===== config.mk =====
export PLATFORM = sky130hd
export DESIGN_NAME = mutex_top
export DESIGN_NICKNAME = d
export VERILOG_FILES = /design/src/hw/mutex_pkg.sv /design/src/hw/mutex_lock_table.sv /design/src/hw/mutex_timeout_watch.sv /design/src/hw/mutex_error_log.sv /design/src/hw/mutex_top.sv
export SDC_FILE = /design/constraint.sdc
export NUM_CORES = 1
export LEC_CHECK = 0
export CAP_MARGIN = 20
export CORE_ASPECT_RATIO = 0.5
export CORE_MARGIN = 2
export CORE_UTILIZATION = 60
export CTS_CLUSTER_DIAMETER = 150
export DETAILED_ROUTE_END_ITERATION = 16
export DONT_BUFFER_PORTS = 1
export HOLD_SLACK_MARGIN = 0.06
export PLACE_DENSITY_LB_ADDON = 0.25
export SETUP_SLACK_MARGIN = 0.05
export SYNTH_ARGS = -nofsm -noshare
export SYNTH_HDL_FRONTEND = slang
export SYNTH_HIERARCHICAL = 1
export SYNTH_SLANG_ARGS = --single-unit

===== constraint.sdc =====
create_clock -name clkclk -period 6.2 [get_ports clkclk]
set_clock_uncertainty 0.05 [all_clocks]
set_input_delay 0.31 -clock clkclk [delete_from_list [all_inputs] [get_ports clkclk]]
set_output_delay 0.31 -clock clkclk [all_outputs]
set_load 0.1 [all_outputs]

===== src/hw/mutex_pkg.sv =====
// mutex bank package: ID and index widths, error and prescale codes, request and event structs
`default_nettype none

package mutex_pkg;

    // ================================================
    // widths
    // ================================================
    localparam int SWID_W = 31;
    localparam int HWID_W = 6;
    // index wide enough for up to 32 mutexes
    localparam int IDX_W  = 5;

    // ================================================
    // codes
    // ================================================
    typedef enum logic [2:0] {
        ERR_NONE    = 3'd0,
        ERR_TIMEOUT = 3'd6,
        ERR_PERM    = 3'd7
    } err_code_t;

    typedef enum logic [1:0] {
        PRE_1   = 2'd0,
        PRE_16  = 2'd1,
        PRE_256 = 2'd2,
        PRE_OFF = 2'd3
    } prescale_t;

    // ================================================
    // structs
    // ================================================
    // one access from an agent, lock=1 acquires and lock=0 releases
    typedef struct packed {
        logic [IDX_W-1:0]  idx;
        logic              wr;
        logic              rd;
        logic              lock;
        logic [SWID_W-1:0] swid;
        logic [HWID_W-1:0] hwid;
    } mutex_req_t;

    // refused release, IDs are from the offending request
    typedef struct packed {
        logic              valid;
        logic [IDX_W-1:0]  idx;
        logic [SWID_W-1:0] swid;
        logic [HWID_W-1:0] hwid;
    } perm_err_t;

    typedef struct packed {
        err_code_t         code;
        logic              multi;
        logic [HWID_W-1:0] hwid;
        logic [SWID_W-1:0] swid;
        logic [IDX_W-1:0]  idx;
    } err_log_t;

endpackage

`default_nettype wire


===== src/hw/mutex_lock_table.sv =====
// lock table: lock bits, owner IDs, release permission check, acquire/release and readback
`timescale 1ns/1ps
`default_nettype none

module mutex_lock_table #(
    parameter int MUTEX_COUNT = 8
) (
    input  logic                              clkclk,
    input  logic                              sysreset_n,
    input  mutex_pkg::mutex_req_t             req,
    input  logic [mutex_pkg::HWID_W-1:0]      sup_hwid,
    output logic [MUTEX_COUNT-1:0]            locked,
    output logic [MUTEX_COUNT-1:0]            write_ok,
    output mutex_pkg::perm_err_t              perm_err,
    output logic                              rd_lock,
    output logic [mutex_pkg::SWID_W-1:0]      rd_swid
);

    logic [MUTEX_COUNT-1:0]                             lock_q;
    logic [MUTEX_COUNT-1:0][mutex_pkg::SWID_W-1:0]      owner_swid_q;
    logic [MUTEX_COUNT-1:0][mutex_pkg::HWID_W-1:0]      owner_hwid_q;

    logic [MUTEX_COUNT-1:0]        sel;
    logic                          sel_lock;
    logic [mutex_pkg::SWID_W-1:0]  sel_swid;
    logic [mutex_pkg::HWID_W-1:0]  sel_hwid;
    logic                          is_owner;
    logic                          is_sup;
    logic                          refuse;

    // ================================================
    // decode and permission check
    // ================================================
    // idx beyond MUTEX_COUNT selects nothing, so the request is ignored
    always_comb begin
        sel      = '0;
        sel_lock = 1'b0;
        sel_swid = '0;
        sel_hwid = '0;
        for (int ii = 0; ii < MUTEX_COUNT; ii++) begin
            sel[ii] = (req.idx == mutex_pkg::IDX_W'(ii));
            if (sel[ii]) begin
                sel_lock = lock_q[ii];
                sel_swid = owner_swid_q[ii];
                sel_hwid = owner_hwid_q[ii];
            end
        end
    end

    assign is_owner = (req.swid == sel_swid) && (req.hwid == sel_hwid);
    assign is_sup   = (req.hwid == sup_hwid);

    // only a release of a held lock can be refused
    assign refuse = req.wr && !req.lock && sel_lock && !is_owner && !is_sup;

    // acquire of a held lock is accepted too but leaves the owner alone
    assign write_ok = (req.wr && !refuse) ? sel : '0;

    always_comb begin
        perm_err.valid = refuse;
        perm_err.idx   = req.idx;
        perm_err.swid  = req.swid;
        perm_err.hwid  = req.hwid;
    end

    // ================================================
    // lock state
    // ================================================
    always_ff @(posedge clkclk or negedge sysreset_n) begin
        if (!sysreset_n) begin
            lock_q <= '0;
        end else begin
            for (int ii = 0; ii < MUTEX_COUNT; ii++) begin
                if (write_ok[ii]) begin
                    lock_q[ii] <= req.lock;
                end
            end
        end
    end

    // owner IDs only matter while the lock bit is set
    always_ff @(posedge clkclk) begin
        for (int ii = 0; ii < MUTEX_COUNT; ii++) begin
            if (write_ok[ii]) begin
                if (req.lock && !lock_q[ii]) begin
                    owner_swid_q[ii] <= req.swid;
                    owner_hwid_q[ii] <= req.hwid;
                end else if (!req.lock) begin
                    owner_swid_q[ii] <= '0;
                end
            end
        end
    end

    assign locked = lock_q;

    // ================================================
    // readback
    // ================================================
    // reads the registered state, so a same-cycle write is not yet visible
    assign rd_lock = req.rd && sel_lock;
    assign rd_swid = rd_lock ? sel_swid : '0;

endmodule

`default_nettype wire


===== src/hw/mutex_timeout_watch.sv =====
// timeout watch: shared prescaler, per-lock hold counters and lowest expired index
`timescale 1ns/1ps
`default_nettype none

module mutex_timeout_watch #(
    parameter int MUTEX_COUNT   = 8,
    parameter int TIMEOUT_WIDTH = 8
) (
    input  logic                            clkclk,
    input  logic                            sysreset_n,
    input  logic [MUTEX_COUNT-1:0]          locked,
    input  logic [MUTEX_COUNT-1:0]          write_ok,
    input  logic                            timeout_taken,
    input  mutex_pkg::prescale_t            tmo_prescale,
    input  logic [TIMEOUT_WIDTH-1:0]        tmo_compare,
    output logic                            expired,
    output logic [mutex_pkg::IDX_W-1:0]     expired_idx
);

    localparam int PRE_W = 8;

    logic [PRE_W-1:0]                           pre_cnt_q;
    logic                                       run;
    logic                                       tick;
    logic [MUTEX_COUNT-1:0][TIMEOUT_WIDTH-1:0]  cnt_q;
    logic [MUTEX_COUNT-1:0]                     at_cmp;

    // ================================================
    // prescaler
    // ================================================
    // compare of zero turns the whole watch off
    assign run = (|locked) && (|tmo_compare);

    always_ff @(posedge clkclk or negedge sysreset_n) begin
        if (!sysreset_n) begin
            pre_cnt_q <= '0;
        end else if (run) begin
            pre_cnt_q <= pre_cnt_q + PRE_W'(1);
        end
    end

    always_comb begin
        unique case (tmo_prescale)
            mutex_pkg::PRE_1:   tick = run;
            mutex_pkg::PRE_16:  tick = run && (&pre_cnt_q[3:0]);
            mutex_pkg::PRE_256: tick = run && (&pre_cnt_q);
            mutex_pkg::PRE_OFF: tick = 1'b0;
            default:            tick = 1'b0;
        endcase
    end

    // ================================================
    // hold counters
    // ================================================
    always_comb begin
        for (int ii = 0; ii < MUTEX_COUNT; ii++) begin
            at_cmp[ii] = (|tmo_compare) && (cnt_q[ii] == tmo_compare);
        end
    end

    // a counter parks at compare until the log takes it or the lock is rewritten
    always_ff @(posedge clkclk or negedge sysreset_n) begin
        if (!sysreset_n) begin
            cnt_q <= '0;
        end else begin
            for (int ii = 0; ii < MUTEX_COUNT; ii++) begin
                if (write_ok[ii]) begin
                    cnt_q[ii] <= '0;
                end else if (timeout_taken && (expired_idx == mutex_pkg::IDX_W'(ii))) begin
                    cnt_q[ii] <= '0;
                end else if (locked[ii] && tick && !at_cmp[ii]) begin
                    cnt_q[ii] <= cnt_q[ii] + TIMEOUT_WIDTH'(1);
                end
            end
        end
    end

    // ================================================
    // expiry
    // ================================================
    assign expired = |at_cmp;

    // scan downward so the lowest index wins
    always_comb begin
        expired_idx = '0;
        for (int ii = MUTEX_COUNT - 1; ii >= 0; ii--) begin
            if (at_cmp[ii]) begin
                expired_idx = mutex_pkg::IDX_W'(ii);
            end
        end
    end

endmodule

`default_nettype wire


===== src/hw/mutex_error_log.sv =====
// error log: first-error capture with timeout priority, multi flag and interrupt
`timescale 1ns/1ps
`default_nettype none

module mutex_error_log (
    input  logic                            clkclk,
    input  logic                            sysreset_n,
    input  mutex_pkg::perm_err_t            perm_err,
    input  logic                            expired,
    input  logic [mutex_pkg::IDX_W-1:0]     expired_idx,
    input  logic                            err_clear,
    output logic                            timeout_taken,
    output mutex_pkg::err_log_t             err_log,
    output logic                            err_irq
);

    mutex_pkg::err_log_t  log_q;
    mutex_pkg::err_log_t  base;
    mutex_pkg::err_log_t  log_d;
    logic                 empty;
    logic                 take_tmo;
    logic                 take_perm;

    // ================================================
    // next log contents
    // ================================================
    // clear empties the log first, so an error in the clear cycle is still caught
    always_comb begin
        if (err_clear) begin
            base = '0;
        end else begin
            base = log_q;
        end
        empty = (base.code == mutex_pkg::ERR_NONE);
    end

    // timeout beats a permission error in the same cycle
    assign take_tmo  = empty && expired;
    assign take_perm = empty && !expired && perm_err.valid;

    always_comb begin
        log_d = base;
        if (take_tmo) begin
            // IDs are left as they were, only the index is new
            log_d.code  = mutex_pkg::ERR_TIMEOUT;
            log_d.idx   = expired_idx;
            log_d.multi = perm_err.valid;
        end else if (take_perm) begin
            log_d.code  = mutex_pkg::ERR_PERM;
            log_d.multi = 1'b0;
            log_d.hwid  = perm_err.hwid;
            log_d.swid  = perm_err.swid;
            log_d.idx   = perm_err.idx;
        end else if (!empty && (perm_err.valid || expired)) begin
            log_d.multi = 1'b1;
        end
    end

    // resets the hold counter of the lock just logged
    assign timeout_taken = take_tmo;

    // ================================================
    // registers
    // ================================================
    always_ff @(posedge clkclk or negedge sysreset_n) begin
        if (!sysreset_n) begin
            log_q <= '0;
        end else begin
            log_q <= log_d;
        end
    end

    // irq follows the stored code one edge later
    always_ff @(posedge clkclk or negedge sysreset_n) begin
        if (!sysreset_n) begin
            err_irq <= 1'b0;
        end else begin
            err_irq <= (log_q.code != mutex_pkg::ERR_NONE);
        end
    end

    assign err_log = log_q;

endmodule

`default_nettype wire


===== src/hw/mutex_top.sv =====
// mutex bank top level: lock table, timeout watch and error log
`timescale 1ns/1ps
`default_nettype none

module mutex_top #(
    parameter int MUTEX_COUNT   = 8,
    parameter int TIMEOUT_WIDTH = 8
) (
    input  logic                            clkclk,
    input  logic                            sysreset_n,
    input  mutex_pkg::mutex_req_t           req,
    input  logic [mutex_pkg::HWID_W-1:0]    sup_hwid,
    input  mutex_pkg::prescale_t            tmo_prescale,
    input  logic [TIMEOUT_WIDTH-1:0]        tmo_compare,
    input  logic                            err_clear,
    output logic                            rd_lock,
    output logic [mutex_pkg::SWID_W-1:0]    rd_swid,
    output mutex_pkg::err_log_t             err_log,
    output logic                            err_irq
);

    logic [MUTEX_COUNT-1:0]         locked;
    logic [MUTEX_COUNT-1:0]         write_ok;
    mutex_pkg::perm_err_t           perm_err;
    logic                           expired;
    logic [mutex_pkg::IDX_W-1:0]    expired_idx;
    logic                           timeout_taken;

    // ================================================
    // lock table
    // ================================================
    mutex_lock_table #(
        .MUTEX_COUNT (MUTEX_COUNT)
    ) u_lock_table (
        .clkclk     (clkclk),
        .sysreset_n (sysreset_n),
        .req        (req),
        .sup_hwid   (sup_hwid),
        .locked     (locked),
        .write_ok   (write_ok),
        .perm_err   (perm_err),
        .rd_lock    (rd_lock),
        .rd_swid    (rd_swid)
    );

    // ================================================
    // timeout watch, runs beside the lock table
    // ================================================
    mutex_timeout_watch #(
        .MUTEX_COUNT   (MUTEX_COUNT),
        .TIMEOUT_WIDTH (TIMEOUT_WIDTH)
    ) u_timeout_watch (
        .clkclk        (clkclk),
        .sysreset_n    (sysreset_n),
        .locked        (locked),
        .write_ok      (write_ok),
        .timeout_taken (timeout_taken),
        .tmo_prescale  (tmo_prescale),
        .tmo_compare   (tmo_compare),
        .expired       (expired),
        .expired_idx   (expired_idx)
    );

    // ================================================
    // error log merges both error sources
    // ================================================
    mutex_error_log u_error_log (
        .clkclk        (clkclk),
        .sysreset_n    (sysreset_n),
        .perm_err      (perm_err),
        .expired       (expired),
        .expired_idx   (expired_idx),
        .err_clear     (err_clear),
        .timeout_taken (timeout_taken),
        .err_log       (err_log),
        .err_irq       (err_irq)
    );

endmodule

`default_nettype wire


# ---- Word-level counts from Yosys, hierarchy flattened
# Index checks and enable logic that the tools add are counted.
dict set report totals {
  reg_bits 423
  input_bits 64
}
dict set report classes {
  addsub 9
  eq_ne 36
  muxes 76
  n_reduce_logical 113
}
# cell count
set op_table {}
lappend op_table {{two-way mux 31 bit} 18}
lappend op_table {{two-way mux 8 bit} 25}
lappend op_table {{adder 8 x 1 -> 8 bit, second input constant} 9}
lappend op_table {{equality test 8 bit} 8}
lappend op_table {{logical AND 1 bit} 54}
lappend op_table {{two-way mux 6 bit} 8}
lappend op_table {{two-way mux 46 bit} 1}
lappend op_table {{two-way mux 42 bit} 1}
lappend op_table {{two-way mux 37 bit} 1}
lappend op_table {{AND reduction 2 bit} 16}
lappend op_table {{equality test 31 bit} 1}
lappend op_table {{nonzero test 3 bit} 10}
lappend op_table {{two-way mux 3 bit} 9}
lappend op_table {{OR reduction 8 bit} 3}
lappend op_table {{zero test 1 bit} 22}
lappend op_table {{equality test 5 x 3 -> 1 bit, second input constant} 4}
lappend op_table {{!= test 2 x 1 -> 1 bit, second input constant} 8}
lappend op_table {{equality test 3 bit, second input constant} 4}
lappend op_table {{equality test 6 bit} 2}
lappend op_table {{equality test 5 x 2 -> 1 bit, second input constant} 2}
lappend op_table {{zero test 5 bit} 2}
lappend op_table {{two-way mux 1 bit} 10}
lappend op_table {{AND reduction 8 bit} 1}
lappend op_table {{equality test 3 x 2 -> 1 bit, second input constant} 2}
lappend op_table {{12 further kinds} 13}

# ---- Longest topological paths before layout
# Gate-level depths: netlist of run 1.
dict set report logic_depth {
  depth_word 19
  ltp_mapped 22
  depth_no_buf 13
}

# ---- Cells and area by module
# Netlist of run 1, hierarchy kept.
# mod instances cells_each area_each_um2 seq_area_each_um2
set by_module_without_submodules {}
lappend by_module_without_submodules {mutex_lock_table 1 1296 15167.0 9088.7}
lappend by_module_without_submodules {mutex_timeout_watch 1 549 5104.9 1801.7}
lappend by_module_without_submodules {mutex_error_log 1 120 1784.2 1176.1}

# ---- Worst setup path before layout of run 1
# No wires, ideal clock.
dict set report synth_timing {
  kind {input -> output}
  start {input port req[40] in the netlist's numbering}
  end {output port rd_swid[1] in the netlist's numbering}
  t_arrival_ns 4.732
  required_time_ns 5.840
  path_slack_ns 1.108
  cell_stages 11
  n_path_buf 6
  path_cell_list {buf_2 buf_2 buf_2 clkbuf_1 buf_1 mux2i_1 o31a_1 o21ai_1 nand2_1 clkbuf_1 a211oi_1}
}
dict set report synth_between {
  elab_chain_len 11
  word_cells_on_any_way 26
}
# item line
set synth_lines {}
lappend synth_lines {{from (decl)} mutex_top.sv:11} ;# input mutex_pkg::mutex_req_t req,
lappend synth_lines {{zero test 5 bit} mutex_lock_table.sv:41} ;# sel[ii] = (req.idx == mutex_pkg::IDX_W'(ii));
lappend synth_lines {{two-way mux 1 bit (8 in a row)} mutex_lock_table.sv:42} ;# if (sel[ii]) begin
lappend synth_lines {{logical AND 1 bit} mutex_lock_table.sv:101} ;# assign rd_lock = req.rd && sel_lock;
lappend synth_lines {{two-way mux 31 bit *} mutex_lock_table.sv:102} ;# assign rd_swid = rd_lock ? sel_swid : '0;
lappend synth_lines {{to (decl)} mutex_top.sv:17} ;# output logic [mutex_pkg::SWID_W-1:0] rd_swid,
# Every way passes the cells marked *; elsewhere a longest branch is shown, timed or not.

==> metrics.txt, run 1 <==
Num CTS Buffers 39; vias per inst ~6.7; CP Capture Point u_error_log/err_log[5]$_DFF_PN0_; fin area between 20000 and 25000 sq um; number of synthesized flops with an enable pin 296; clock sink total about 420; Placed Cells incl. Taps roughly 2300; area leader, netlist edfxtp_1; Worst VDD drop about 0.00020 V; Final Setup Violations 0; DIE AREA 38400 sq um; DP HPWL between 40 and 50 mm; Starting Density 0.612; gp weighted congestion just over 1; switching portion of total power 0.294; Distinct cells, synth 96; first-pass iteration count of the detailed router 12; Die Width between 200 and 300 microns; sequential power share 0.507; synthesized instance count slightly below 2000; Critical path origin req[44]; Row Count 49; antenna violations before repair 1; min-delay worst type in2reg; Die Y around 140 microns; crit path max fanout 38; power per cell area 291 nW/um^2; reg2reg start u_lock_table/owner_swid_q[86]$_SDFFCE_PN0P_; routed via count 16672; GRT Max-Usage Layer met2; setup_tns 0 ns; WL final 66.3 mm; post-CTS setup buffers 0; asr flop ratio synth 0.300; DRT iter0 DRCs 2700; Worst-path clk slew 0.07 ns; P_leak between 8 and 9 nW; final hold vios 0; H-tree depth 2; grt met3 use 0.0754; Synth Cell Area 22100 sq um; Sw Pwr between 2 and 2.5 mW; crit path capture type flip-flop; instance area after placement approximately 22000 sq um; Residual DRC 0; GRT Total Usage 0.346; nets about 2000; Non-Filler Instances 2471; M1 GR Usage 0.497; min Tclk post-route between 4 and 5 ns; CTS tree done; Synth Flop Type edfxtp_1; crit path DAT slightly above 5 ns; top cell type's share of synthesized area 0.403; FMAX about 0.21 GHz; power share of the combinational group 0.141; Tcrit/Tclk final 0.762; reg-to-reg slack, setup 1.54 ns; layout cells sized above 1 0.120; r2r endpoint u_error_log/err_log[5]$_DFF_PN0_; Syn. warnings 6; vias in the first global route ~16000; post-route ant nets 0; Int Pwr 4.98 mW; first-pass GRT wire length 99.3 mm; critical path class in2reg; crit start category input port; GR Overflow Total 0; core area between 30000 and 40000 sq um; area grow syn2layout 10.1%; Syn Area/Cell around 11 sq um; outcome complete, no violations; num ports 143; clk_lat worst skew ~0.56 ns; RSZ-0062 raised after global routing no; drt wl/cell 26.8 microns; Slew headroom 0.226; CTS root buf clkbuf_16; Hold Buf Count CTS 47; Seq cells post-synth 423; sequential share of the synthesized area 0.547; clock network fraction of total power 0.351; Final Max Slew Viols 0; worst reg2reg path depth 14; Bufs on Longest Clock Path 3; Core Util, Final 0.673; largest net degree at the start of global routing around 130; I/O Buffers 0; CP required 6.64 ns; top post-synthesis cells by area edfxtp_1, dfrtp_1, and2_1; Worst-Margin Slew 1.16 ns; Resize count post-CTS 0; Max Cap Viol 0; met2 Track Usage GR 0.510
==> how the worst min path moves through the flow <==
stage / start / to / slack, ns / cells after the start
detailed placement: sysreset_n / u_timeout_watch/cnt_q[16]$_DFFE_PN0P_ / -0.03 / 0
finish: req[14] / u_lock_table/owner_swid_q[101]$_SDFFCE_PN0P_ / 0.09 / 2
global route: req[14] / u_lock_table/owner_swid_q[163]$_SDFFCE_PN0P_ / 0.09 / 2
floorplan: sysreset_n / u_error_log/err_irq$_DFF_PN0_ / -0.04 / 0
global placement: sysreset_n / u_timeout_watch/cnt_q[17]$_DFFE_PN0P_ / -0.03 / 0
CTS: req[14] / u_lock_table/owner_swid_q[132]$_SDFFCE_PN0P_ / 0.07 / 2
==> cell usage in the layout (no fill, tap or decap), types with 12 or more instances in the layout <==
cell type	count
o22ai_1	22
nor2_1	138
mux2i_1	32
xor2_1	50
nor2_2	20
nor3_1	66
xnor2_1	104
edfxtp_1	296
buf_4	75
a22o_1	47
dlygate4sd3_1	46
a211oi_1	16
a22oi_1	18
a21o_1	14
nor4_2	13
and3_1	49
a21oi_1	47
nor4_1	37
and2_1	187
o21ai_0	54
clkbuf_16	41
dfrtp_1	127
nand3_1	45
nand4_1	38
nand2_1	99
a221oi_1	12
o2bb2ai_1	15
inv_1	20
==> kinds of logic (layout without fill, tap and decap cells) <==
group                      after synthesis  in the layout  synth area share
and+or+nand+nor                        765            765             0.190
DFF                                    423            423             0.547
AOI/OAI and AO/OA                      368            368             0.125
buffers and inverters                  203            223            0.0496
xor gates and xnor gates               154            154            0.0612
muxes                                   40             40            0.0201
adders and majority gates               11             11           0.00624
other                                    1              3          0.000170
==> layout make-up <==
class	count	area [sq um]
fillers	2640	11800
diodes	1	2.50
flip-flops and latches	423	12100
repair buffers	125	1100
clock buffers	54	1140
multi-input cells	1340	9100
inverters	27	101
clock inverters	17	164
well taps	484	606
==> metrics by stage <==
| stage | hold WS (ns) | total power [mW] | setup slack [ns] |
|---|---|---|---|
| 5_1_grt | 0.0864 | 7.30 | 1.38 |
| 3_5_place_dp | -0.0280 | 4.54 | 1.16 |
| 4_1_cts | 0.0672 | 7.05 | 1.71 |
| 3_3_place_gp | -0.0278 | 4.51 | 1.26 |
| 2_1_floorplan | -0.0356 | 4.36 | 1.11 |
| 6_report | 0.0873 | 7.06 | 1.47 |
==> cells in the mapped netlist, types with 9 or more instances <==
cell and count:
a211oi_1 18, a21o_1 14, a21oi_1 52, a221oi_1 13
a22o_1 47, a22oi_1 18, a31oi_1 9, and2_1 187
and3_1 49, buf_1 13, buf_2 25, buf_4 54
buf_6 10, clkbuf_1 71, dfrtp_1 127, edfxtp_1 296
ha_1 11, inv_1 20, mux2i_1 32, nand2_1 100
nand2b_1 9, nand3_1 45, nand4_1 38, nor2_1 157
nor2b_1 13, nor3_1 66, nor4_1 40, nor4_2 10
o21ai_0 54, o22ai_1 22, o2bb2ai_1 15, o31a_1 9
o32ai_1 11, xnor2_1 104, xor2_1 50
==> state kept, by name, indices dropped and copies added, names as in the netlist <==
register / count
u_lock_table/owner_swid_q: 248
u_timeout_watch/cnt_q: 64
u_lock_table/owner_hwid_q: 48
u_error_log/err_log: 46
u_lock_table/locked: 8
u_timeout_watch/pre_cnt_q: 8
u_error_log/err_irq: 1
==> worst max-delay path, cell delays in order <==
cell and delay [ns]:
or2_2 0.57, nor3_1 0.84, o21ai_0 0.20, a31o_2 0.33
xor2_1 0.15, nand3_1 0.17, nor4_1 0.12, and4_1 0.25
nor3_1 0.61, nor2b_1 0.58, a21boi_4 0.26, buf_4 0.48
a22o_1 0.24
==> power groups by stage <==
stage / clock network, mW / logic (mW) / registers, mW
2_1_floorplan: 0 / 0.802 / 3.56
3_3_place_gp: 0 / 0.878 / 3.63
3_5_place_dp: 0 / 0.907 / 3.64
4_1_cts: 2.49 / 0.983 / 3.58
5_1_grt: 2.60 / 1.10 / 3.61
6_report: 2.48 / 0.997 / 3.58
==> layer usage <==
| metal | share of wire | wire (microns) |
|---|---|---|
| met1 | 0.39 | 26200 |
| met2 | 0.43 | 28800 |
| met3 | 0.12 | 8120 |
| met4 | 0.048 | 3210 |
| met5 | 0 | 0 |
No activity file was read; power rests on OpenSTA's default activity.
==> run 2: changes to the inputs <==
Settings changed: CORE_UTILIZATION 60 to 58.
Clock period 6.2 ns to 3.98 ns, I/O delays scaled along.
==> metrics.txt, run 2 (synthesis results as in run 1) <==
Row Count 50 (+2.0%); Top reg by flops u_lock_table/owner_swid_q; Worst-Margin Slew 0.946 ns (-0.211 ns); Residual DRC 0 (unchanged); leading registers by flop count u_lock_table/owner_swid_q (248), u_timeout_watch/cnt_q (64), u_lock_table/owner_hwid_q (48); critical path class in2reg; Worst VDD drop 0.000289 V (+41%); crit start category input port; vias in the first global route 16671 (+5.2%); nets 2124 (+4.6%); Reg area 12100 sq um (unchanged); failing checks negative setup slack; r2r endpoint u_lock_table/owner_swid_q[0]$_SDFFCE_PN0P_; Slew headroom 0.369 (+0.143); post-route ant nets 0 (unchanged); clock network fraction of total power 0.353 (+0.002); first-pass GRT wire length 106 mm (+7.1%); final hold vios 0 (unchanged); clk_lat worst skew 0.56 ns (about the same); crit path max fanout 11 (-71%); Multi-input gate area 9110 sq um (+0.14%); Bufs on Longest Clock Path 3 (unchanged); Hold EP u_lock_table/owner_swid_q[217]$_SDFFCE_PN0P_; gp weighted congestion 1.07 (+4.5%); largest net degree at the start of global routing 128 (unchanged); P_leak 9.45 nW (+6.6%); CP required 4.37 ns (-2.27 ns); Critical Path Most Common Cell nor2_1; worst path cell trace nor2_1 -> nand2_1 -> a2bb2oi_1 -> o32ai_1 -> xnor2_1 -> o2111ai_1 -> a2111oi_1 -> buf_4 -> and4_1 -> o21ai_2 -> buf_12 -> nor2_1 -> buf_4 -> nor2_1 -> o21ai_0 -> o32ai_1; crit-path max cell delay 0.60 ns (-0.24 ns); most common cell after layout, fill and taps aside edfxtp_1; worst slack at placement -0.266 ns (-1.43 ns); Final Max Slew Viols 0 (unchanged); Top delay family on crit path simple AND/OR/NAND/NOR gates; Sw Pwr 3.29 mW (+58%); min Tclk post-route 3.99 ns; Core Util, Final 0.683 (+0.00931); worst reg2reg path depth 12 (-2); crit path DAT 4.38 ns (-0.78 ns); Max Cap Viol 0 (unchanged); routed via count 17256 (+3.5%); Starting Density 0.590 (-0.0223); switching portion of total power 0.293 (-0.00143); Int Pwr 7.94 mW (+59%); filler instances 2692 (+2.0%); num ports 143 (unchanged); reg2reg start u_lock_table/owner_swid_q[121]$_SDFFCE_PN0P_; outcome finished, violations left; DIE AREA 39700 sq um (+3.4%); FMAX roughly 0.25 GHz; Tcrit/Tclk final 1.00; power share of the combinational group 0.156 (+0.015); Final Setup Violations 1 (+1); GR Overflow Total 0 (unchanged); drt wl/cell 27.9 microns (+3.9%); CTS root buf clkbuf_16; power per cell area 440 nW/um^2 (+51%); sequential power share 0.491 (-0.016); post-CTS setup buffers 0 (unchanged); core area 37400 sq um (+3.8%); reg-to-reg slack, setup 0.17 ns (-1.37 ns); WHS Path Cells 2 (unchanged); DP HPWL 46.3 mm (+14%); first-pass iteration count of the detailed router 6 (-6); I/O Buffers 0 (unchanged); hold path start req[37]; crit path capture type flip-flop; CP max stage cell nand2_1; RSZ-0062 raised after global routing no; max reg flops 248 (unchanged); Die Y 142 microns (+1.7%); area grow syn2layout 15.8%; CTS tree done; DRT iter0 DRCs 2538 (-6.0%); Worst-path clk slew 0.07 ns (about the same); vias per inst 6.71 (-0.60%); layout cells sized above 1 0.160 (+0.0404); antenna violations before repair 1 (unchanged); min-delay worst type in2reg; Final WS setup -0.0147 ns (-1.49 ns); Die Width 280 microns (+1.7%); most frequent cells in the layout edfxtp_1, and2_1, nor2_1, buf_4, dfrtp_1; WP buf/inv 3 (+2); clock sink total 423 (unchanged); GRT Total Usage 0.363 (+0.0165); H-tree depth 2 (unchanged); WL final 71.7 mm (+8.2%); Num CTS Buffers 38 (-2.6%)
==> run 2: cell count changes in the layout (fill, tap and decap cells not counted), moves of 2 or more <==
cell and change:
bufinv_16 +3, clkinv_4 -2, a2111oi_1 +2, a2111oi_0 -2
buf_4 +52, buf_12 +41
==> run 2: area by class of cell <==
class,instances,area share
well taps,494,0.0242
clock inverters,17,0.00862
diodes,1,0.0000980
clock buffers,52,0.0429
flip-flops and latches,423,0.472
multi-input cells,1340,0.357
inverters,27,0.00397
repair buffers,219,0.0909
==> run 2: worst max-delay path by stage <==
stage	from	end	slack, ns	depth (start not counted)
after floorplan	req[44]	u_lock_table/owner_swid_q[124]$_SDFFCE_PN0P_	-0.78	12
after global placement	req[44]	u_error_log/err_log[28]$_DFF_PN0_	-0.23	15
after detailed placement	req[44]	u_error_log/err_log[31]$_DFF_PN0_	-0.27	14
after CTS	u_lock_table/owner_swid_q[184]$_SDFFCE_PN0P_	u_lock_table/owner_swid_q[28]$_SDFFCE_PN0P_	0.14	12
after global routing	u_lock_table/owner_swid_q[75]$_SDFFCE_PN0P_	u_lock_table/owner_swid_q[0]$_SDFFCE_PN0P_	0.1	12
final	req[44]	u_timeout_watch/cnt_q[1]$_DFFE_PN0P_	-0.01	16
==> run 2: power by group through the flow <==
stage	registers [mW]	logic, mW	clock network, mW
global placement	5.59	1.54	0
floorplan	5.55	1.26	0
detailed placement	5.60	1.59	0
global route	5.56	1.90	4.14
CTS	5.51	1.72	3.98
finish	5.52	1.76	3.96
==> run 2: metrics by stage <==
step           total power, mW  instance area [sq um]  std cells  TNS (ns)  hold WS [ns]
2_1_floorplan             6.80                  22100       1966   -138.04        -0.147
3_3_place_gp              7.13                  23600       2451    -19.74        -0.139
3_5_place_dp              7.19                  23700       2454    -43.63        -0.139
4_1_cts                   11.2                  25500       2571         0        0.0960
5_1_grt                   11.6                  25500       2572         0         0.114
6_report                  11.2                  25500       2573   -0.0147         0.119
==> run 2: routing by layer <==
metal	wire length [microns]	vias to the layer above	track usage
li1	-	7355	-
met1	27700	8421	0.505
met2	31000	1249	0.540
met3	9610	231	0.0950
met4	3340	0	0.161
met5	0	-	0
==> run 2: timing repair <==
| action | in CTS | in global routing |
|---|---|---|
| hold buffers | 48 | 0 |
| resized for setup | 0 | 6 |
| hold endpoints to repair | 708 | 0 |
| endpoints found under the setup margin | 0 | 324 |
